--- config.mk ---
export PLATFORM = sky130hd
export DESIGN_NAME = lsu_top
export DESIGN_NICKNAME = d
export VERILOG_FILES = /design/src/lsu_pkg.sv /design/src/lsu_req_gen.sv /design/src/lsu_pending_queue.sv /design/src/lsu_resp_align.sv /design/src/lsu_top.sv
export SDC_FILE = /design/constraint.sdc
export NUM_CORES = 1
export LEC_CHECK = 0
export ABC_CLOCK_PERIOD_IN_PS = 9200
export CAP_MARGIN = 20
export CORE_UTILIZATION = 60
export DETAILED_ROUTE_END_ITERATION = 6
export DONT_BUFFER_PORTS = 1
export PLACE_DENSITY_LB_ADDON = 0.3
export SLEW_MARGIN = 30
export SYNTH_ARGS = -nofsm -noshare
export SYNTH_HDL_FRONTEND = slang
export SYNTH_SLANG_ARGS = --single-unit
--- constraint.sdc ---
create_clock -name clk -period 9.2 [get_ports clk]
set_input_delay 0.92 -clock clk [delete_from_list [all_inputs] [get_ports clk]]
set_output_delay 0.92 -clock clk [all_outputs]
set_load 0.02 [all_outputs]
--- src/lsu_pkg.sv ---
////////////////////////////////////////////////////////////////////////////
// Load/store unit package
// Bus widths, access-size and request-phase encodings, the packed
// records passed between the LSU blocks and the shared split rule
////////////////////////////////////////////////////////////////////////////

package lsu_pkg;

  // Data and address width of the core and the data bus
  parameter int unsigned DATA_W = 32;

  // One byte enable per data byte
  parameter int unsigned BE_W = DATA_W / 8;

  // Outstanding bus transactions allowed unless the top level overrides it
  parameter int unsigned DEPTH_DEFAULT = 2;

  ////////////////////////////////////////////////////////////////////////////
  // Encodings
  ////////////////////////////////////////////////////////////////////////////

  // Access size, same coding as the funct3 low bits of a load/store
  typedef enum logic [1:0] {
    SIZE_BYTE = 2'b00,
    SIZE_HALF = 2'b01,
    SIZE_WORD = 2'b10
  } lsu_size_e;

  // Address phase of the operation currently held in EX
  typedef enum logic {
    PHASE_FIRST  = 1'b0,
    PHASE_SECOND = 1'b1
  } lsu_phase_e;

  ////////////////////////////////////////////////////////////////////////////
  // Records
  ////////////////////////////////////////////////////////////////////////////

  // Operation presented by the EX stage
  typedef struct packed {
    logic [DATA_W-1:0] operand_a;
    logic [DATA_W-1:0] operand_b;
    logic [DATA_W-1:0] wdata;
    lsu_size_e         size;
    logic              sext;
    logic              we;
  } lsu_req_t;

  // Address phase payload on the data bus
  typedef struct packed {
    logic [DATA_W-1:0] addr;
    logic              we;
    logic [BE_W-1:0]   be;
    logic [DATA_W-1:0] wdata;
  } obi_req_t;

  // Response phase payload on the data bus
  typedef struct packed {
    logic [DATA_W-1:0] rdata;
    logic              err;
  } obi_resp_t;

  // What the WB side needs to process one response
  // last is low only for the first half of a split access
  typedef struct packed {
    lsu_size_e  size;
    logic       sext;
    logic       we;
    logic [1:0] offset;
    logic       last;
  } resp_ctrl_t;

  // Word at a nonzero offset or halfword at offset 3 crosses a word
  function automatic logic is_split(lsu_size_e size, logic [1:0] offset);
    return ((size == SIZE_WORD) && (offset != 2'b00)) ||
           ((size == SIZE_HALF) && (offset == 2'b11));
  endfunction

endpackage

--- src/lsu_req_gen.sv ---
////////////////////////////////////////////////////////////////////////////
// LSU request generation
// Forms the data address in EX, builds byte enables and rotated write
// data, splits word-crossing accesses into two bus requests and drives
// the EX handshake and the response-control record for each grant
////////////////////////////////////////////////////////////////////////////

module lsu_req_gen (
  input  logic                clk,
  input  logic                rst_n,

  // EX stage
  input  logic                ex_valid_i,
  input  lsu_pkg::lsu_req_t   ex_req_i,
  output logic                ex_ready_o,

  // Pending queue state
  input  logic                full_i,

  // Data bus address phase
  output logic                obi_req_o,
  input  logic                obi_gnt_i,
  output lsu_pkg::obi_req_t   obi_o,

  // Record for the pending queue
  output logic                push_o,
  output lsu_pkg::resp_ctrl_t push_ctrl_o
);

  import lsu_pkg::*;

  logic [DATA_W-1:0]   addr;
  logic [DATA_W-1:0]   addr_next_word;
  logic [1:0]          offset;
  logic                split;
  logic                last;
  logic                grant;
  logic [BE_W-1:0]     be_base;
  logic [2*BE_W-1:0]   be_wide;
  logic [BE_W-1:0]     be;
  logic [2*DATA_W-1:0] wdata_dbl;
  logic [DATA_W-1:0]   wdata_rot;
  lsu_phase_e          phase_q;

  // Effective address, the low bits give the byte offset in the word
  assign addr   = ex_req_i.operand_a + ex_req_i.operand_b;
  assign offset = addr[1:0];

  // Second half always targets the following aligned word
  assign addr_next_word = {addr[DATA_W-1:2], 2'b00} + DATA_W'(4);

  assign split = is_split(ex_req_i.size, offset);

  // Final phase is the only phase of an unsplit access
  assign last = (phase_q == PHASE_SECOND) || !split;

  ////////////////////////////////////////////////////////////////////////////
  // Byte enables
  ////////////////////////////////////////////////////////////////////////////

  always_comb begin
    case (ex_req_i.size)
      SIZE_BYTE: be_base = 4'b0001;
      SIZE_HALF: be_base = 4'b0011;
      default:   be_base = 4'b1111;
    endcase
  end

  // Mask shifted over two words
  // upper nibble holds the bytes that spill into the next word
  assign be_wide = {{BE_W{1'b0}}, be_base} << offset;
  assign be      = (phase_q == PHASE_SECOND) ? be_wide[2*BE_W-1:BE_W] : be_wide[BE_W-1:0];

  // Rotate store data left by whole bytes
  // both halves of a split store carry the same rotated word
  assign wdata_dbl = {ex_req_i.wdata, ex_req_i.wdata} << (8 * offset);
  assign wdata_rot = wdata_dbl[2*DATA_W-1:DATA_W];

  ////////////////////////////////////////////////////////////////////////////
  // Bus request and handshakes
  ////////////////////////////////////////////////////////////////////////////

  // Hold off while the queue cannot take another record
  assign obi_req_o = ex_valid_i && !full_i;
  assign grant     = obi_req_o && obi_gnt_i;

  always_comb begin
    obi_o.addr  = (phase_q == PHASE_SECOND) ? addr_next_word : addr;
    obi_o.we    = ex_req_i.we;
    obi_o.be    = be;
    obi_o.wdata = wdata_rot;
  end

  // EX moves on only once its final address phase is granted
  assign ex_ready_o = !ex_valid_i || (grant && last);

  // One record per granted transaction
  assign push_o = grant;

  always_comb begin
    push_ctrl_o.size   = ex_req_i.size;
    push_ctrl_o.sext   = ex_req_i.sext;
    push_ctrl_o.we     = ex_req_i.we;
    push_ctrl_o.offset = offset;
    push_ctrl_o.last   = last;
  end

  // Phase tracking
  // An idle EX forces the next operation to start in the first phase
  always_ff @(posedge clk or negedge rst_n) begin
    if (!rst_n) begin
      phase_q <= PHASE_FIRST;
    end else if (!ex_valid_i) begin
      phase_q <= PHASE_FIRST;
    end else if (grant) begin
      phase_q <= last ? PHASE_FIRST : PHASE_SECOND;
    end
  end

endmodule

--- src/lsu_pending_queue.sv ---
////////////////////////////////////////////////////////////////////////////
// LSU pending queue
// In-order FIFO of response-control records, one per granted bus
// transaction, popped by each response; flags a response with none due
////////////////////////////////////////////////////////////////////////////

module lsu_pending_queue #(
  parameter int unsigned DEPTH = 2
) (
  input  logic                clk,
  input  logic                rst_n,
  input  logic                push_i,
  input  lsu_pkg::resp_ctrl_t push_ctrl_i,
  input  logic                pop_i,
  output lsu_pkg::resp_ctrl_t head_ctrl_o,
  output logic                full_o,
  output logic                empty_o,
  output logic                protocol_err_o
);

  import lsu_pkg::*;

  localparam int unsigned PTR_W = (DEPTH > 1) ? $clog2(DEPTH) : 1;
  localparam int unsigned CNT_W = $clog2(DEPTH + 1);

  resp_ctrl_t       mem [DEPTH];
  logic [PTR_W-1:0] wr_ptr_q;
  logic [PTR_W-1:0] rd_ptr_q;
  logic [CNT_W-1:0] count_q;
  logic             do_push;
  logic             do_pop;

  assign full_o  = (count_q == CNT_W'(DEPTH));
  assign empty_o = (count_q == '0);

  // A response with nothing outstanding is dropped here
  assign do_push = push_i && !full_o;
  assign do_pop  = pop_i && !empty_o;

  assign protocol_err_o = pop_i && empty_o;

  assign head_ctrl_o = mem[rd_ptr_q];

  // Storage
  always_ff @(posedge clk) begin
    if (do_push) begin
      mem[wr_ptr_q] <= push_ctrl_i;
    end
  end

  // Pointers wrap at DEPTH, which need not be a power of two
  always_ff @(posedge clk or negedge rst_n) begin
    if (!rst_n) begin
      wr_ptr_q <= '0;
      rd_ptr_q <= '0;
      count_q  <= '0;
    end else begin
      if (do_push) begin
        wr_ptr_q <= (wr_ptr_q == PTR_W'(DEPTH - 1)) ? '0 : wr_ptr_q + 1'b1;
      end
      if (do_pop) begin
        rd_ptr_q <= (rd_ptr_q == PTR_W'(DEPTH - 1)) ? '0 : rd_ptr_q + 1'b1;
      end
      // Simultaneous push and pop leave the count unchanged
      if (do_push && !do_pop) begin
        count_q <= count_q + 1'b1;
      end else if (do_pop && !do_push) begin
        count_q <= count_q - 1'b1;
      end
    end
  end

endmodule

--- src/lsu_resp_align.sv ---
////////////////////////////////////////////////////////////////////////////
// LSU response alignment
// Realigns returning read data, merges the two halves of a split load
// and sign- or zero-extends the result for the WB stage
////////////////////////////////////////////////////////////////////////////

module lsu_resp_align (
  input  logic                clk,
  input  logic                rst_n,

  // Bus response with the record of its transaction
  input  logic                rvalid_i,
  input  lsu_pkg::obi_resp_t  resp_i,
  input  lsu_pkg::resp_ctrl_t ctrl_i,

  // WB stage
  output logic                wb_valid_o,
  output logic                wb_last_o,
  output logic [31:0]         wb_rdata_o,
  output logic                wb_err_o
);

  import lsu_pkg::*;

  logic [DATA_W-1:0]   rdata_q;
  logic                ctrl_split;
  logic                store_low;
  logic [2*DATA_W-1:0] rdata_full;
  logic [2*DATA_W-1:0] rdata_shift;
  logic [DATA_W-1:0]   rdata_ext;

  ////////////////////////////////////////////////////////////////////////////
  // First-half capture
  ////////////////////////////////////////////////////////////////////////////

  // Only loads need the low word kept
  assign store_low = rvalid_i && !ctrl_i.we && !ctrl_i.last;

  always_ff @(posedge clk or negedge rst_n) begin
    if (!rst_n) begin
      rdata_q <= '0;
    end else if (store_low) begin
      rdata_q <= resp_i.rdata;
    end
  end

  ////////////////////////////////////////////////////////////////////////////
  // Realignment and extension
  ////////////////////////////////////////////////////////////////////////////

  // Same rule the request side used to split the access
  assign ctrl_split = is_split(ctrl_i.size, ctrl_i.offset);

  // Split access
  // stored word holds the low bytes, this response the high ones
  // Unsplit access doubles the word so the shift wraps like a rotate
  assign rdata_full = ctrl_split ? {resp_i.rdata, rdata_q} :
                                   {resp_i.rdata, resp_i.rdata};

  // Addressed byte lands in bit 0
  assign rdata_shift = rdata_full >> (8 * ctrl_i.offset);

  always_comb begin
    case (ctrl_i.size)
      SIZE_BYTE: begin
        rdata_ext = {{(DATA_W-8){ctrl_i.sext && rdata_shift[7]}}, rdata_shift[7:0]};
      end
      SIZE_HALF: begin
        rdata_ext = {{(DATA_W-16){ctrl_i.sext && rdata_shift[15]}}, rdata_shift[15:0]};
      end
      default: begin
        rdata_ext = rdata_shift[DATA_W-1:0];
      end
    endcase
  end

  ////////////////////////////////////////////////////////////////////////////
  // WB outputs
  ////////////////////////////////////////////////////////////////////////////

  // Every response reaches WB, both halves of a split included
  assign wb_valid_o = rvalid_i;
  assign wb_last_o  = ctrl_i.last;

  // Result only meaningful on the last response of a load
  assign wb_rdata_o = rdata_ext;

  // Bus error reported per response
  assign wb_err_o = resp_i.err;

endmodule

--- src/lsu_top.sv ---
////////////////////////////////////////////////////////////////////////////
// Load/store unit top level
// Request generation in EX, a queue of outstanding transactions and
// read-data alignment in WB, connected to the data bus
////////////////////////////////////////////////////////////////////////////

module lsu_top #(
  parameter int unsigned DEPTH = lsu_pkg::DEPTH_DEFAULT
) (
  input  logic               clk,
  input  logic               rst_n,

  // EX stage
  input  logic               ex_valid_i,
  input  lsu_pkg::lsu_req_t  ex_req_i,
  output logic               ex_ready_o,

  // WB stage
  output logic               wb_valid_o,
  output logic               wb_last_o,
  output logic [31:0]        wb_rdata_o,
  output logic               wb_err_o,

  // Data bus
  output logic               obi_req_o,
  input  logic               obi_gnt_i,
  output lsu_pkg::obi_req_t  obi_o,
  input  logic               obi_rvalid_i,
  input  lsu_pkg::obi_resp_t obi_resp_i,

  // Status
  output logic               busy_o,
  output logic               protocol_err_o
);

  import lsu_pkg::*;

  logic       full;
  logic       empty;
  logic       push;
  resp_ctrl_t push_ctrl;
  resp_ctrl_t head_ctrl;

  ////////////////////////////////////////////////////////////////////////////
  // EX stage request side
  ////////////////////////////////////////////////////////////////////////////

  lsu_req_gen u_req_gen (
    .clk         (clk),
    .rst_n       (rst_n),
    .ex_valid_i  (ex_valid_i),
    .ex_req_i    (ex_req_i),
    .ex_ready_o  (ex_ready_o),
    .full_i      (full),
    .obi_req_o   (obi_req_o),
    .obi_gnt_i   (obi_gnt_i),
    .obi_o       (obi_o),
    .push_o      (push),
    .push_ctrl_o (push_ctrl)
  );

  // Each response retires the oldest outstanding record
  lsu_pending_queue #(
    .DEPTH (DEPTH)
  ) u_pending_queue (
    .clk            (clk),
    .rst_n          (rst_n),
    .push_i         (push),
    .push_ctrl_i    (push_ctrl),
    .pop_i          (obi_rvalid_i),
    .head_ctrl_o    (head_ctrl),
    .full_o         (full),
    .empty_o        (empty),
    .protocol_err_o (protocol_err_o)
  );

  ////////////////////////////////////////////////////////////////////////////
  // WB stage response side
  ////////////////////////////////////////////////////////////////////////////

  lsu_resp_align u_resp_align (
    .clk        (clk),
    .rst_n      (rst_n),
    .rvalid_i   (obi_rvalid_i),
    .resp_i     (obi_resp_i),
    .ctrl_i     (head_ctrl),
    .wb_valid_o (wb_valid_o),
    .wb_last_o  (wb_last_o),
    .wb_rdata_o (wb_rdata_o),
    .wb_err_o   (wb_err_o)
  );

  // Busy with a request on the bus or any response still due
  assign busy_o = !empty || obi_req_o;

endmodule

==> qor.csv <==
stage,metric,value,unit
status,status,finished clean,
timing,setup_ws,3.719,ns
power,p_int,0.6738,mW
route,drc,0,
final_layout,layout_common_cells,"nand2_1, o21ai_0, mux2i_1, nor2_1, mux2_2",
global_routing,grt_pass1_wl,26.55,mm
final_layout,stdcell_count,831,
die,initial_core_util,62.86,%
power,power,1.470,mW
final_layout,multi_input_area,0.004873,mm^2
global_routing,antenna_found_initial,0,
worst_setup_path,path_max_fanout,5,
die,die-height,104.1,um
power,combPwrFrac,70.2,%
global_routing,grt_util_all_layers,29.56,%
die,coreArea,0.009955,mm^2
timing,fmax,0.1825,GHz
synthesis,synth_cell_types,72,
global_routing,grt_max_degree,47,
cts,cts_resized,0,
synthesis,synthFlopType,dfrtp_1,
power,peakVddDrop,0.1796,mV
flow_run,cap_violations,0,
worst_setup_path,worstSetupEndpointType,output port,
timing,period_share,59.57,%
synthesis,ys_ff_latch,43,
power,power.switching,0.7963,mW
worst_setup_path,path_class,in -> out,
placed_design,place.port_buffers,0,
route,drt_iter0_drc,439,
worst_setup_path,start_kind,input port,
synthesis,async_flop_share,67.44,%
power,p_seq_share,21.8,%
timing,finalMaxSlewViolations,0,
power,power.leakage,2.531,nW
cts,clockRootBuffer,clkbuf_8,
global_routing,grt_pass1_vias,5448,
timing,min_period,5.481,ns
timing,skew,0.01513,ns
final_layout,ff_latch_area,0.001146,mm^2
die,die_area,0.01084,mm^2
route,wirelength,16.85,mm
min_path,hold_path_class,in -> async,
route,first_pass_iters,5,
synthesis,synth_area_leaders,"dfrtp_1, mux4_2, mux2i_1",
route,routedWlPerCell,20.28,um
route,via_count,5784,
final_layout,fillers,890,
final_layout,n_antenna_cell,0,
die,die_w,104.1,um
worst_setup_path,cp.required,8.28,ns
synthesis,netlist_area,0.006257,mm^2
synthesis,ys_warn_count,0,
route,vias_per_cell,6.960,
synthesis,syn_inst,733,
timing,slew_headroom,40.68,%
die,io_pins,246,
die,row_count,36,
cts,cts_buffers,5,
route,ant_nets,0,
timing,setup_viol,0,
placed_design,dp_cells,823,
synthesis,postSynthAreaPerCell,8.536,um^2
cts,ctsLongestPathBuffers,2,
placed_design,pre_cts_ws,3.813,ns
final_layout,final_common_cell,nand2_1,
placed_design,place.gp.congestion,0.9611,
timing,hold_viol,0,
final_layout,area_delta_synth_final,1.680,%
global_routing,overflow,0,
power,power_density,231.1,mW/mm^2
cts,postCtsHoldBufs,0,
synthesis,seq_area_frac_synth,18.32,%
synthesis,synth_area_leader_cell,dfrtp_1,
cts,clk_pin_slew_worst_paths,0.09,ns
synthesis,synth_top_area_share,11.60,%
cts,clk_latency,0.29,ns
cts,cts.sinks,43,
cts,tritoncts,built,
placed_design,place_hpwl,13.18,mm
timing,rsz0062_at_grt,no,
synthesis,synth_edf_count,14,
timing,fin_tns_setup,0,ns
worst_setup_path,arrival,4.56,ns
cts,cts_setup_buffers,0,
timing,hold_slack,0.3089,ns
synthesis,synth_fp_nets,905,
timing,tightest_slew,0.8819,ns
power,clock_power_share,8.0,%
cts,h-tree-depth,2,
final_layout,layout.nets,869,
final_layout,drive_gt1_share,15.19,%
power,switching_share,54.16,%
-- power groups by stage --
stage	Sequential [mW]	Combinational [mW]	Clock [mW]
2_1_floorplan	0.302	0.884	0
3_3_place_gp	0.318	0.993	0
3_5_place_dp	0.324	1.02	0
4_1_cts	0.320	1.02	0.122
5_1_grt	0.328	1.11	0.129
6_report	0.320	1.03	0.118
-- routing by layer --
metal | vias to the layer above | routed length [um] | global-route usage, %
met2 | 270 | 8304 | 51.48
met3 | 33 | 1319 | 6.078
li1 | 2669 | - | -
met1 | 2812 | 6865 | 36.64
met5 | - | 0 | 0
met4 | 0 | 364 | 9.286
-- stage by stage --
stage / instance area, um^2 / util (%)
after floorplan: 6257 / -
after global placement: 6259 / 62.87
after detailed placement: 6261 / 62.90
after CTS: 6347 / 63.76
after global routing: 6362 / 63.91
final: 6362 / 63.91
-- cells in the mapped netlist (all sizes together) (26+ instances only) --
| library cell | number |
|---|---|
| clkbuf | 26 |
| mux4 | 32 |
| a21oi | 37 |
| o21ai | 84 |
| nand3 | 31 |
| xnor2 | 33 |
| nor2 | 37 |
| nand2 | 103 |
| mux2 | 35 |
| mux2i | 43 |
| ha | 33 |
| dfrtp | 29 |
-- path summary, 6_finish.rpt --
| check | end | slack [ns] | cells after the start | startpoint |
|---|---|---|---|---|
| max reg2reg | u_resp_align.rdata_q[24]$_DFFE_PN0P_ | 6.83 | 4 | u_pending_queue.rd_ptr_q$_DFFE_PN0P_ |
| min reg2reg | u_pending_queue.wr_ptr_q$_DFFE_PN0P_ | 0.50 | 1 | u_pending_queue.wr_ptr_q$_DFFE_PN0P_ |
| min | u_resp_align.rdata_q[31]$_DFFE_PN0P_ | 0.31 | 0 | rst_n |
| max | obi_o[63] | 3.72 | 12 | ex_req_i[36] |
| min in group clk | u_pending_queue.wr_ptr_q$_DFFE_PN0P_ | 0.50 | 1 | u_pending_queue.wr_ptr_q$_DFFE_PN0P_ |
| max in group asynchronous | u_resp_align.rdata_q[24]$_DFFE_PN0P_ | 8.79 | 0 | rst_n |
-- flip-flops by register name, indices dropped and copies added (netlist names) --
register	count
u_pending_queue.mem	14
u_pending_queue.rd_ptr_q	1
u_pending_queue.count_q	2
u_pending_queue.wr_ptr_q	1
u_req_gen.phase_q	1
u_resp_align.rdata_q	24
-- layout make-up --
class	count	area share (%)
timing repair buffer	4	0.4720
sequential	43	18.01
tap	133	2.616
clock inverter	2	0.2163
inverter	16	0.9440
clock buffer	6	1.141
multi-input combinational	627	76.60
-- cell families (layout without fill, tap and decap cells) --
family	count (synthesis)	after routing	synth area share (%)
buffers and inverters	63	28	4.219
flip-flops	43	43	18.32
XOR/XNOR	55	55	7.698
AO/OA/AOI/OAI	195	195	19.98
multiplexers	110	110	24.70
AND/OR/NAND/NOR	233	233	18.18
adder cells (fa/ha/maj)	34	34	6.919
-- critical path, cell delays in order --
cell      delay (ns)
ha_4            0.14
fa_4            0.44
a21o_1          0.21
a221oi_1        0.61
xnor2_1         0.23
nand3_1         0.26
nor4_4          0.30
nand3_1         0.17
or3_1           0.48
nor3_4          0.23
nand3_1         0.12
xnor2_1         0.44
(Power assumes the default switching activity.)
